### config.mk
export PLATFORM = sky130hd
export DESIGN_NAME = decode_top
export DESIGN_NICKNAME = d
export VERILOG_FILES = /design/src/decode_pkg.sv /design/src/op_tables.sv /design/src/imm_gen.sv /design/src/decode_ctrl.sv /design/src/decode_buffer.sv /design/src/decode_top.sv
export VERILOG_INCLUDE_DIRS = /design/src
export SDC_FILE = /design/constraint.sdc
export NUM_CORES = 1
export LEC_CHECK = 0
export BUFFER_PORTS_ARGS = -buffer_cell sky130_fd_sc_hd__buf_4
export CAP_MARGIN = 20
export CORE_MARGIN = 4
export CORE_UTILIZATION = 57
export CTS_BUF_LIST = sky130_fd_sc_hd__clkbuf_8
export DETAILED_ROUTE_END_ITERATION = 10
export GPL_TIMING_DRIVEN = 0
export PLACE_DENSITY = 0.89
export SLEW_MARGIN = 0
export SYNTH_ARGS = -nofsm -noshare
export SYNTH_HDL_FRONTEND = slang
export SYNTH_SLANG_ARGS = --single-unit
### constraint.sdc
create_clock -name clk -period 5.7 [get_ports clk]
set_clock_uncertainty 0.2 [all_clocks]
set_input_delay 1.14 -clock clk [delete_from_list [all_inputs] [get_ports clk]]
set_output_delay 1.14 -clock clk [all_outputs]
set_load 0.01 [all_outputs]
### src/decode_consts.svh
`ifndef DECODE_CONSTS_SVH
`define DECODE_CONSTS_SVH

// Datapath widths
`define XLEN           32
`define NW_BITS        2
`define NUM_THREADS    4
`define UUID_BITS      8
`define NR_BITS        5
`define CSR_ADDR_BITS  12

// RV32IM major opcodes
`define OPC_I      7'b0010011
`define OPC_R      7'b0110011
`define OPC_LUI    7'b0110111
`define OPC_AUIPC  7'b0010111
`define OPC_JAL    7'b1101111
`define OPC_JALR   7'b1100111
`define OPC_B      7'b1100011
`define OPC_L      7'b0000011
`define OPC_S      7'b0100011
`define OPC_FENCE  7'b0001111
`define OPC_SYS    7'b1110011

// Instruction field positions (low bit)
`define OPC_LSB    0
`define RD_LSB     7
`define F3_LSB     12
`define RS1_LSB    15
`define RS2_LSB    20
`define F7_LSB     25
`define F12_LSB    20

// Field widths
`define OPC_BITS   7
`define F3_BITS    3
`define F7_BITS    7
`define F12_BITS   12

`endif

### src/decode_pkg.sv
package decode_pkg;

`include "decode_consts.svh"

    typedef enum logic [1:0] {
        EX_ALU = 2'd0,
        EX_LSU = 2'd1,
        EX_SFU = 2'd2
    } ex_type_e;

    typedef logic [3:0] op_t;
    typedef logic [2:0] op_mod_t;

    // ALU ops
    localparam op_t ALU_ADD   = 4'd0;
    localparam op_t ALU_SUB   = 4'd1;
    localparam op_t ALU_SLL   = 4'd2;
    localparam op_t ALU_SLT   = 4'd3;
    localparam op_t ALU_SLTU  = 4'd4;
    localparam op_t ALU_XOR   = 4'd5;
    localparam op_t ALU_SRL   = 4'd6;
    localparam op_t ALU_SRA   = 4'd7;
    localparam op_t ALU_OR    = 4'd8;
    localparam op_t ALU_AND   = 4'd9;
    localparam op_t ALU_LUI   = 4'd10;
    localparam op_t ALU_AUIPC = 4'd11;

    // Branch and system ops, issued with MOD_BR
    localparam op_t BR_EQ     = 4'd0;
    localparam op_t BR_NE     = 4'd1;
    localparam op_t BR_LT     = 4'd2;
    localparam op_t BR_GE     = 4'd3;
    localparam op_t BR_LTU    = 4'd4;
    localparam op_t BR_GEU    = 4'd5;
    localparam op_t BR_JAL    = 4'd6;
    localparam op_t BR_JALR   = 4'd7;
    localparam op_t BR_ECALL  = 4'd8;
    localparam op_t BR_EBREAK = 4'd9;
    localparam op_t BR_URET   = 4'd10;
    localparam op_t BR_SRET   = 4'd11;
    localparam op_t BR_MRET   = 4'd12;

    // Multiply/divide, func3 order
    localparam op_t M_MUL     = 4'd0;
    localparam op_t M_MULH    = 4'd1;
    localparam op_t M_MULHSU  = 4'd2;
    localparam op_t M_MULHU   = 4'd3;
    localparam op_t M_DIV     = 4'd4;
    localparam op_t M_DIVU    = 4'd5;
    localparam op_t M_REM     = 4'd6;
    localparam op_t M_REMU    = 4'd7;

    localparam op_t LSU_FENCE = 4'hF; // Store bit with func3 7, not a real store

    localparam op_t SFU_CSRRW = 4'd1;
    localparam op_t SFU_CSRRS = 4'd2;
    localparam op_t SFU_CSRRC = 4'd3;

    localparam op_mod_t MOD_BR  = 3'b001;
    localparam op_mod_t MOD_MUL = 3'b010;

    typedef enum logic [2:0] {
        IMM_I, IMM_SH, IMM_S, IMM_B, IMM_U, IMM_J, IMM_CSR, IMM_FOUR
    } imm_fmt_e;

    typedef struct packed {
        logic [`UUID_BITS-1:0]   uuid;
        logic [`NW_BITS-1:0]     wid;
        logic [`NUM_THREADS-1:0] tmask;
        logic [`XLEN-1:0]        pc;
        logic [31:0]             instr;
    } fetch_data_t;

    typedef struct packed {
        logic [`UUID_BITS-1:0]   uuid;
        logic [`NW_BITS-1:0]     wid;
        logic [`NUM_THREADS-1:0] tmask;
        logic [`XLEN-1:0]        pc;
        ex_type_e                ex_type;
        op_t                     op_type;
        op_mod_t                 op_mod;
        logic                    use_pc;
        logic                    use_imm;
        logic                    wb;
        logic [`NR_BITS-1:0]     rd;
        logic [`NR_BITS-1:0]     rs1;
        logic [`NR_BITS-1:0]     rs2;
        logic [`XLEN-1:0]        imm;
    } decode_data_t;

    typedef struct packed {
        logic                valid;
        logic [`NW_BITS-1:0] wid;
        logic                is_wstall;
    } sched_notice_t;

endpackage

### src/op_tables.sv
`timescale 1ns/100ps

module op_tables (
    input  logic [2:0]      func3,
    input  logic [6:0]      func7,
    input  logic [11:0]     func12,
    input  logic            is_reg_op,
    output decode_pkg::op_t alu_op,
    output decode_pkg::op_t br_op,
    output decode_pkg::op_t mul_op,
    output decode_pkg::op_t sys_op
);

    always_comb begin
        case (func3)
            3'h0: alu_op = (is_reg_op && func7[5]) ? decode_pkg::ALU_SUB : decode_pkg::ALU_ADD;
            3'h1: alu_op = decode_pkg::ALU_SLL;
            3'h2: alu_op = decode_pkg::ALU_SLT;
            3'h3: alu_op = decode_pkg::ALU_SLTU;
            3'h4: alu_op = decode_pkg::ALU_XOR;
            3'h5: alu_op = func7[5] ? decode_pkg::ALU_SRA : decode_pkg::ALU_SRL; // SRAI too
            3'h6: alu_op = decode_pkg::ALU_OR;
            default: alu_op = decode_pkg::ALU_AND;
        endcase
    end

    always_comb begin
        case (func3)
            3'h1: br_op = decode_pkg::BR_NE;
            3'h4: br_op = decode_pkg::BR_LT;
            3'h5: br_op = decode_pkg::BR_GE;
            3'h6: br_op = decode_pkg::BR_LTU;
            3'h7: br_op = decode_pkg::BR_GEU;
            default: br_op = decode_pkg::BR_EQ; // 2 and 3 are reserved
        endcase
    end

    always_comb begin
        case (func3)
            3'h0: mul_op = decode_pkg::M_MUL;
            3'h1: mul_op = decode_pkg::M_MULH;
            3'h2: mul_op = decode_pkg::M_MULHSU;
            3'h3: mul_op = decode_pkg::M_MULHU;
            3'h4: mul_op = decode_pkg::M_DIV;
            3'h5: mul_op = decode_pkg::M_DIVU;
            3'h6: mul_op = decode_pkg::M_REM;
            default: mul_op = decode_pkg::M_REMU;
        endcase
    end

    always_comb begin
        case (func12)
            12'h001: sys_op = decode_pkg::BR_EBREAK;
            12'h002: sys_op = decode_pkg::BR_URET;
            12'h102: sys_op = decode_pkg::BR_SRET;
            12'h302: sys_op = decode_pkg::BR_MRET;
            default: sys_op = decode_pkg::BR_ECALL;
        endcase
    end

endmodule

### src/imm_gen.sv
`timescale 1ns/100ps

`include "decode_consts.svh"

module imm_gen (
    input  logic [31:0]          instr,
    input  decode_pkg::imm_fmt_e fmt,
    output logic [`XLEN-1:0]     imm
);

    logic [11:0] i_imm;
    logic [11:0] s_imm;
    logic [12:0] b_imm;
    logic [31:0] u_imm;
    logic [20:0] j_imm;

    assign i_imm = instr[31:20];
    assign s_imm = {instr[31:25], instr[11:7]};
    assign b_imm = {instr[31], instr[7], instr[30:25], instr[11:8], 1'b0};
    assign u_imm = {instr[31:12], 12'b0};
    assign j_imm = {instr[31], instr[19:12], instr[20], instr[30:21], 1'b0};

    always_comb begin
        case (fmt)
            decode_pkg::IMM_SH:   imm = `XLEN'(instr[24:20]); // Shift amount, unsigned
            decode_pkg::IMM_S:    imm = `XLEN'($signed(s_imm));
            decode_pkg::IMM_B:    imm = `XLEN'($signed(b_imm));
            decode_pkg::IMM_U:    imm = `XLEN'($signed(u_imm));
            decode_pkg::IMM_J:    imm = `XLEN'($signed(j_imm));
            decode_pkg::IMM_CSR: begin
                // uimm above the CSR address
                imm = `XLEN'({instr[`RS1_LSB +: `NR_BITS], instr[31 -: `CSR_ADDR_BITS]});
            end
            decode_pkg::IMM_FOUR: imm = `XLEN'(4);
            default:              imm = `XLEN'($signed(i_imm));
        endcase
    end

endmodule

### src/decode_ctrl.sv
`timescale 1ns/100ps

`include "decode_consts.svh"

module decode_ctrl (
    input  logic                       fetch_valid,
    input  logic                       fetch_ready,
    input  decode_pkg::fetch_data_t    fetch_data,
    output decode_pkg::decode_data_t   decoded,
    output decode_pkg::sched_notice_t  sched
);

    logic [31:0]            instr;
    logic [`OPC_BITS-1:0]   opcode;
    logic [`F3_BITS-1:0]    func3;
    logic [`F7_BITS-1:0]    func7;
    logic [`F12_BITS-1:0]   func12;
    logic [`NR_BITS-1:0]    rd;
    logic [`NR_BITS-1:0]    rs1;
    logic [`NR_BITS-1:0]    rs2;

    decode_pkg::op_t        alu_op;
    decode_pkg::op_t        br_op;
    decode_pkg::op_t        mul_op;
    decode_pkg::op_t        sys_op;
    decode_pkg::imm_fmt_e   fmt;
    logic [`XLEN-1:0]       imm;

    decode_pkg::ex_type_e   ex_type;
    decode_pkg::op_t        op_type;
    decode_pkg::op_mod_t    op_mod;
    logic                   use_pc;
    logic                   use_imm;
    logic                   use_rd;
    logic                   has_imm;
    logic                   is_wstall;
    logic [`NR_BITS-1:0]    rd_idx;
    logic [`NR_BITS-1:0]    rs1_idx;
    logic [`NR_BITS-1:0]    rs2_idx;

    assign instr  = fetch_data.instr;
    assign opcode = instr[`OPC_LSB +: `OPC_BITS];
    assign func3  = instr[`F3_LSB +: `F3_BITS];
    assign func7  = instr[`F7_LSB +: `F7_BITS];
    assign func12 = instr[`F12_LSB +: `F12_BITS];
    assign rd     = instr[`RD_LSB +: `NR_BITS];
    assign rs1    = instr[`RS1_LSB +: `NR_BITS];
    assign rs2    = instr[`RS2_LSB +: `NR_BITS];

    op_tables u_op_tables (
        .func3     (func3),
        .func7     (func7),
        .func12    (func12),
        .is_reg_op (opcode == `OPC_R),
        .alu_op    (alu_op),
        .br_op     (br_op),
        .mul_op    (mul_op),
        .sys_op    (sys_op)
    );

    imm_gen u_imm_gen (
        .instr (instr),
        .fmt   (fmt),
        .imm   (imm)
    );

    always_comb begin
        ex_type   = decode_pkg::EX_ALU;
        op_type   = '0;
        op_mod    = '0;
        use_pc    = 1'b0;
        use_imm   = 1'b0;
        use_rd    = 1'b0;
        has_imm   = 1'b0;
        is_wstall = 1'b0;
        fmt       = decode_pkg::IMM_I;
        rd_idx    = '0;
        rs1_idx   = '0;
        rs2_idx   = '0;
        case (opcode)
            `OPC_I: begin
                op_type = alu_op;
                use_imm = 1'b1;
                use_rd  = 1'b1;
                has_imm = 1'b1;
                fmt     = (func3[1:0] == 2'b01) ? decode_pkg::IMM_SH : decode_pkg::IMM_I;
                rd_idx  = rd;
                rs1_idx = rs1;
            end
            `OPC_R: begin
                op_type = func7[0] ? mul_op : alu_op;
                op_mod  = func7[0] ? decode_pkg::MOD_MUL : '0;
                use_rd  = 1'b1;
                rd_idx  = rd;
                rs1_idx = rs1;
                rs2_idx = rs2;
            end
            `OPC_LUI, `OPC_AUIPC: begin
                op_type = opcode[5] ? decode_pkg::ALU_LUI : decode_pkg::ALU_AUIPC;
                use_pc  = ~opcode[5];
                use_imm = 1'b1;
                use_rd  = 1'b1;
                has_imm = 1'b1;
                fmt     = decode_pkg::IMM_U;
                rd_idx  = rd;
            end
            `OPC_JAL, `OPC_JALR: begin
                op_type   = opcode[3] ? decode_pkg::BR_JAL : decode_pkg::BR_JALR;
                op_mod    = decode_pkg::MOD_BR;
                use_pc    = opcode[3]; // JALR is rs1 relative
                use_imm   = 1'b1;
                use_rd    = 1'b1;
                has_imm   = 1'b1;
                is_wstall = 1'b1;
                fmt       = opcode[3] ? decode_pkg::IMM_J : decode_pkg::IMM_I;
                rd_idx    = rd;
                rs1_idx   = opcode[3] ? '0 : rs1;
            end
            `OPC_B: begin
                op_type   = br_op;
                op_mod    = decode_pkg::MOD_BR;
                use_pc    = 1'b1;
                use_imm   = 1'b1;
                has_imm   = 1'b1;
                is_wstall = 1'b1;
                fmt       = decode_pkg::IMM_B;
                rs1_idx   = rs1;
                rs2_idx   = rs2;
            end
            `OPC_L, `OPC_S: begin
                ex_type = decode_pkg::EX_LSU;
                op_type = {opcode[5], func3}; // Store flag on top
                use_imm = 1'b1;
                use_rd  = ~opcode[5];
                has_imm = 1'b1;
                fmt     = opcode[5] ? decode_pkg::IMM_S : decode_pkg::IMM_I;
                rd_idx  = opcode[5] ? '0 : rd;
                rs1_idx = rs1;
                rs2_idx = opcode[5] ? rs2 : '0;
            end
            `OPC_FENCE: begin
                ex_type = decode_pkg::EX_LSU;
                op_type = decode_pkg::LSU_FENCE;
            end
            `OPC_SYS: begin
                use_rd    = 1'b1;
                has_imm   = 1'b1;
                is_wstall = 1'b1;
                rd_idx    = rd;
                if (func3[1:0] != 2'b00) begin
                    ex_type = decode_pkg::EX_SFU;
                    op_type = {2'b00, func3[1:0]};
                    use_imm = func3[2];
                    fmt     = decode_pkg::IMM_CSR;
                    rs1_idx = func3[2] ? '0 : rs1;
                end else begin
                    op_type = sys_op;
                    op_mod  = decode_pkg::MOD_BR;
                    use_pc  = 1'b1;
                    use_imm = 1'b1;
                    fmt     = decode_pkg::IMM_FOUR; // Return address
                end
            end
            default: ;
        endcase
    end

    always_comb begin
        decoded.uuid    = fetch_data.uuid;
        decoded.wid     = fetch_data.wid;
        decoded.tmask   = fetch_data.tmask;
        decoded.pc      = fetch_data.pc;
        decoded.ex_type = ex_type;
        decoded.op_type = op_type;
        decoded.op_mod  = op_mod;
        decoded.use_pc  = use_pc;
        decoded.use_imm = use_imm;
        decoded.wb      = use_rd && (rd_idx != '0); // x0 is never written
        decoded.rd      = rd_idx;
        decoded.rs1     = rs1_idx;
        decoded.rs2     = rs2_idx;
        decoded.imm     = has_imm ? imm : '0;
    end

    assign sched.valid     = fetch_valid && fetch_ready;
    assign sched.wid       = fetch_data.wid;
    assign sched.is_wstall = is_wstall;

endmodule

### src/decode_buffer.sv
`timescale 1ns/100ps

module decode_buffer (
    input  logic                     clk,
    input  logic                     rst_n,
    input  logic                     in_valid,
    output logic                     in_ready,
    input  decode_pkg::decode_data_t in_data,
    output logic                     out_valid,
    input  logic                     out_ready,
    output decode_pkg::decode_data_t out_data
);

    logic                     main_valid;
    logic                     spill_valid;
    decode_pkg::decode_data_t main_data;
    decode_pkg::decode_data_t spill_data;
    logic                     in_fire;
    logic                     main_stalled;

    assign in_ready     = ~spill_valid; // Straight from a flop
    assign in_fire      = in_valid && in_ready;
    assign main_stalled = main_valid && !out_ready;
    assign out_valid    = main_valid;
    assign out_data     = main_data;

    always_ff @(posedge clk or negedge rst_n) begin
        if (!rst_n) begin
            main_valid  <= 1'b0;
            spill_valid <= 1'b0;
        end else if (spill_valid) begin
            if (out_ready)
                spill_valid <= 1'b0; // Spill moves up
        end else if (in_fire) begin
            main_valid  <= 1'b1;
            spill_valid <= main_stalled;
        end else if (out_ready) begin
            main_valid  <= 1'b0;
        end
    end

    always_ff @(posedge clk) begin
        if (spill_valid) begin
            if (out_ready)
                main_data <= spill_data;
        end else if (in_fire) begin
            if (main_stalled)
                spill_data <= in_data;
            else
                main_data <= in_data;
        end
    end

    // Issue side must see a held entry until it is taken
    assert property (@(posedge clk) disable iff (!rst_n)
        out_valid && !out_ready |=> out_valid && $stable(out_data));

    // A full buffer keeps its spill entry until issue takes one
    assert property (@(posedge clk) disable iff (!rst_n)
        main_valid && spill_valid && !out_ready |=>
            main_valid && spill_valid && $stable(spill_data));

endmodule

### src/decode_top.sv
`timescale 1ns/100ps

module decode_top (
    input  logic                      clk,
    input  logic                      rst_n,
    input  logic                      fetch_valid,
    output logic                      fetch_ready,
    input  decode_pkg::fetch_data_t   fetch_data,
    output logic                      issue_valid,
    input  logic                      issue_ready,
    output decode_pkg::decode_data_t  issue_data,
    output decode_pkg::sched_notice_t sched
);

    decode_pkg::decode_data_t decoded;

    decode_ctrl u_decode_ctrl (
        .fetch_valid (fetch_valid),
        .fetch_ready (fetch_ready),
        .fetch_data  (fetch_data),
        .decoded     (decoded),
        .sched       (sched)
    );

    decode_buffer u_decode_buffer (
        .clk       (clk),
        .rst_n     (rst_n),
        .in_valid  (fetch_valid),
        .in_ready  (fetch_ready),
        .in_data   (decoded),
        .out_valid (issue_valid),
        .out_ready (issue_ready),
        .out_data  (issue_data)
    );

endmodule

**Yosys cells after proc, flatten, opt, wreduce, memory -nomap -nowiden**

Cells that the tools add are included.

- Equal/unequal tests: 32
- Muxes and demuxes: 47
- Bitwise logic cells: 2
- Reductions and logical operators: 24

Operators by type and width:

| operator | count |
|---|---|
| $mux W105 | 4 |
| $pmux W32 S7 | 1 |
| $mux W32 | 1 |
| $pmux W4 S8 | 1 |
| $eq A7 B7 Y1 const B | 4 |
| $pmux W4 S7 | 1 |
| $mux W5 | 5 |
| $eq A3 B3 Y1 const B | 8 |
| $eq A7 B6 Y1 const B | 3 |
| $pmux W3 S7 | 1 |
| $pmux W5 S2 | 2 |
| $pmux W3 S6 | 1 |
| $mux W1 | 16 |
| $pmux W3 S5 | 1 |
| $pmux W5 S3 | 1 |
| $eq A7 B5 Y1 const B | 2 |
| $eq A12 B1 Y1 const B | 1 |
| $eq A12 B10 Y1 const B | 1 |
| $eq A12 B2 Y1 const B | 1 |
| $eq A12 B9 Y1 const B | 1 |
| $eq A3 B2 Y1 const B | 4 |
| $pmux W3 S4 | 1 |
| $pmux W3 S3 | 1 |
| $reduce_or A9 Y1 | 1 |
| other kinds (26) | 42 |

- Bits in registers: 212
- Bits of input ports: 82
- Output and inout bits: 111
- Logic and storage cells: 135

**Logic depth before layout (Yosys ltp)**

- Depth in word-level cells: 9
- Gate-level depth with buffers: 9
- Mapped depth without buffers: 6

**By module**

Synthesis repeated with hierarchy kept, for this count alone.

- Cell total of the unflattened synthesis: 668
- Area total of the unflattened synthesis: 9803.2 um^2

By module, submodules not included:

| module | instances | cells an instance | area each (um^2) |
|---|---|---|---|
| decode_buffer | 1 | 337 | 7711.1 |
| decode_ctrl | 1 | 214 | 1385.1 |
| imm_gen | 1 | 87 | 504.2 |
| op_tables | 1 | 30 | 202.7 |

**Worst setup path before layout**

Ideal clock, no wire load.

- Kind: input port to flip-flop
- Start: input port fetch_valid
- End: register u_decode_buffer.spill_data[0] (netlist name) (enable)
- Setup time: 0.476 ns
- Arrival time: 3.796 ns
- Setup slack: 1.228 ns
- Stages on the path: 2
- Path buffers: 0
- Path through: nor2b_1 > and3b_1

- Word-level cells in the longest chain between the ends: 2

Ends and longest elaborated chain:

| element | line | RTL |
|---|---|---|
| start, declared | decode_top.sv:6 | `input logic fetch_valid,` |
| $logic_and A1 B1 Y1 | decode_buffer.sv:22 | `assign in_fire = in_valid && in_ready;` |
| $reduce_and A3 Y1 (no source line) | - |  |
| end signal, assigned | decode_buffer.sv:48 | `spill_data <= in_data;` |
| end, declared | decode_buffer.sv:17 | `decode_pkg::decode_data_t spill_data;` |

No other way between the ends.
A chain may end at the register's enable or synchronous reset.

**Worst setup path after layout**

- Start: input port fetch_data[6] (netlist name)
- End: output port sched[0] (netlist name)

- Word-level cells in the longest chain between the ends: 3
- Elaborated cells on any way between the ends: 6
- Classes of those cells: eq/ne: 4; mux: 1; reduce/logical: 1

Ends and longest elaborated chain:

| element | line | RTL |
|---|---|---|
| start, declared | decode_top.sv:8 | `input decode_pkg::fetch_data_t fetch_data,` |
| $eq A7 B7 Y1 | decode_ctrl.sv:80 | `case (opcode)` |
| $reduce_or A4 Y1 (no source line) (*) | - |  |
| $mux W1 (*) | decode_ctrl.sv:80 |  |
| end, declared | decode_top.sv:12 | `output decode_pkg::sched_notice_t sched` |

Every way passes the cells marked *; elsewhere a longest branch is shown, timed or not.

==> summary.txt <==
Status
  • Outcome: finished clean

STA
  • Setup WS post-layout: roughly 1.8 ns
  • Final Max Tran Viols: 0
  • Final Cycle Share: 67.9%
  • RSZ-0062 raised after global routing: false
  • Max-slew headroom: slightly below 50%
  • Endpoints failing setup: 0
  • Final hold viol count: 0
  • Min Tclk post-route: 3.87 ns
  • F_max: 258 MHz
  • Worst slew pin tran: ~0.75 ns
  • Fin Setup TNS: 0 ns

Setup path
  • Data required, critical path: ~4.4 ns
  • Most frequent cell on the critical path: buf_4
  • Delay-heaviest family, CP: buffers and inverters
  • WP buf/inv: 5
  • Crit-path max FO: 10
  • Reg2reg path depth: 4
  • CP endpoint kind: output pin
  • CP cell instances: buf_4 > buf_2 > clkbuf_1 > nand3_1 > a21oi_1 > buf_4 > buf_4
  • RR Endpoint: u_decode_buffer.out_data[53]$_DFFE_PP_
  • CP peak stage delay: 0.40 ns
  • Slowest stage cell, crit path: clkbuf_1
  • Worst Setup Start Kind: primary input
  • Worst EP arrival: ~2.5 ns
  • Reg2reg setup slack: between 2 and 3 ns
  • Path type of the worst setup path: primary input to output pin
  • Worst r2r src: u_decode_buffer.spill_valid$_DFF_PN0_

Floorplan
  • IO Count: ~190
  • Core ar.: 0.0159 sq mm
  • Row count: between 40 and 50
  • Die ar.: 0.0183 sq mm
  • Die Ht: approximately 140 um
  • Starting density of the core: a little under 60%
  • Die X: about 140 um

Logic synthesis
  • Yosys top cell by area: edfxtp_1
  • Synth Flop Type: edfxtp_1
  • Post-Syn Area per Cell: ~14 sq um
  • Post-synth EDFFs: around 210
  • Top post-synthesis cells by area: edfxtp_1 (68%), mux2_2 (8.5%), nand2_1 (2.9%)
  • Yosys reg bits: 210
  • Yosys warns: 0
  • Count of cell types in the netlist: roughly 70
  • Most numerous cell in the Yosys netlist: edfxtp_1
  • Syn Nets: ~740
  • Yosys top cell area share: between 60% and 70%
  • Post-synthesis sequential area ratio: about two thirds
  • FFs w/ async S/R, synth: less than 1%
  • Synth Cell Area: 0.00924 sq mm
  • List of most frequent post-synthesis cells: edfxtp_1 (208), nand2_1 (71), mux2_2 (70)
  • Synth Instances: approximately 650

Pwr
  • Total power: between 3 and 4 mW
  • Leak: about 4.4 nW
  • VDD IR max: 154 uV
  • PD cells: around 310 mW/mm^2

Final layout
  • Design area: 0.0115 sq mm
  • Final net count: 960
  • Area grow syn2layout: 24.7%
  • Finished Layout Cells: ~1100
  • Fill count: 1069
  • Antenna cell count: 0
  • Layout cells sized above 1: about 37%

CTS
  • CTS resizes: 0
  • Inserted Clock Buffers: 31
  • Post-CTS Setup Bufs: 0
  • Clk Latency, worst-skew pair: roughly 0.55 ns
  • Longest Clk Path Bufs: 3
  • CTS Sinks: 210
  • CTS tree: built
  • Worst-path clk slew: about 0.060 ns
  • H-tree Lvls: 1
  • Hold buffer count at cts: 0
  • Clk root buf: clkbuf_8

Drt
  • Total wire length: 24000 um
  • Post-DRT Antenna Nets: 0
  • Vias after detailed routing: around 6500
  • WL/cell: between 20 and 25 um
  • Vias per inst: 5.85
  • Initial DRC count: between 700 and 800
  • Pre-antenna DRT Iters: 5
  • # DRC: 0

Placement
  • Post-Place Setup Slack: 1.91 ns
  • DP Area: 0.0110 sq mm
  • Post-DP HPWL: between 15000 and 20000 um
  • IO Port Bufs: 188
  • Final GP Congestion: ~0.98
  • Inst Count DP: roughly 1100

Global route
  • Largest net degree at the start of global routing: between 60 and 70
  • GRT Residual Overflow: 0
  • Gr usage total: between 20 and 30%
  • First-pass GRT wire length: 36800 um
  • Initial antenna violation count: 0
  • Vias in the first global route: between 6000 and 7000

Hold path
  • HP Class: primary input to asynchronous set/reset pin

Flow run
  • Maxcap violations: 0
==> where the power goes <==
| part | internal, mW | switching (mW) | total [mW] |
|---|---|---|---|
| clock | 0.501 | 0.547 | 1.05 |
| sequential | 1.89 | 0.0464 | 1.94 |
| combinational | 0.283 | 0.350 | 0.633 |
==> stage by stage <==
step / hold WS, ns / utilization, %
final: 0.173 / 72.6
after global routing: 0.144 / 72.6
after CTS: 0.151 / 72.6
after detailed placement: 0.317 / 69.3
after global placement: 0.303 / 68.8
after floorplan: 0.298 / -
==> area by class of cell <==
cell class / count / area, sq um / area share, %
Timing Repair Buffer: 191 / 1480 / 12.8
Multi-Input combinational cell: 392 / 2710 / 23.5
Inverter: 7 / 26.3 / 0.228
Sequential cell: 210 / 6300 / 54.6
Clock buffer: 31 / 427 / 3.70
Clock inverter: 24 / 95.1 / 0.825
Tap cell: 216 / 270 / 2.35
Buffer: 45 / 224 / 1.94
==> worst register-to-register path, stage by stage, from the launching register on <==
cell and delay (ns):
dfrtp_1 0.42, clkbuf_1 0.37, clkbuf_1 0.50, o22a_4 0.64, buf_16 0.37
==> worst max-delay path by stage <==
stage                                          startpoint                                       end  cells after the start
floorplan                                     fetch_valid   u_decode_buffer.spill_data[0]$_DFFE_PP_                      2
global placement                              fetch_valid  u_decode_buffer.spill_data[57]$_DFFE_PP_                      3
detailed placement                          fetch_data[6]                                  sched[0]                      7
CTS                                         fetch_data[6]                                  sched[0]                      7
global route        u_decode_buffer.spill_valid$_DFF_PN0_                               fetch_ready                      4
finish                                      fetch_data[6]                                  sched[0]                      7
==> routing by layer <==
| layer | track usage [%] | share of wire [%] |
|---|---|---|
| met2 | 44.0 | 49 |
| met4 | 6.89 | 2.1 |
| met5 | 0 | 0 |
| met3 | 5.68 | 10 |
| met1 | 33.5 | 39 |
==> cells in the final DEF, fill, tap and decap left out, drive strengths merged, types with 4 or more instances in the layout <==
master	Yosys	layout
a31o	6	6
mux2	70	70
nand2	71	71
a21boi	4	4
a32oi	4	4
and2	24	24
nand2b	7	7
nor4	7	7
nor3	6	6
a221oi	6	6
o22ai	4	4
a21oi	53	53
and3b	4	4
o31ai	5	5
clkinv	0	13
nor2	25	25
edfxtp	208	208
inv	7	17
buf	29	220
clkbuf	16	47
nor2b	12	12
o21ai	29	29
nand3	9	9
==> cells by family after synthesis <==
family / share of synthesized area, %
mux: 8.53
other cells: 0.0406
buf+inv: 2.71
compound gates: 10.1
simple gates: 10.5
flops: 68.1
==> flip-flops by register name, summed over array words and instances, names as in the netlist <==
register and flops:
u_decode_buffer.out_data 104, u_decode_buffer.spill_data 104, u_decode_buffer.out_valid 1, u_decode_buffer.spill_valid 1
No activity file was read; power rests on OpenSTA's default activity.
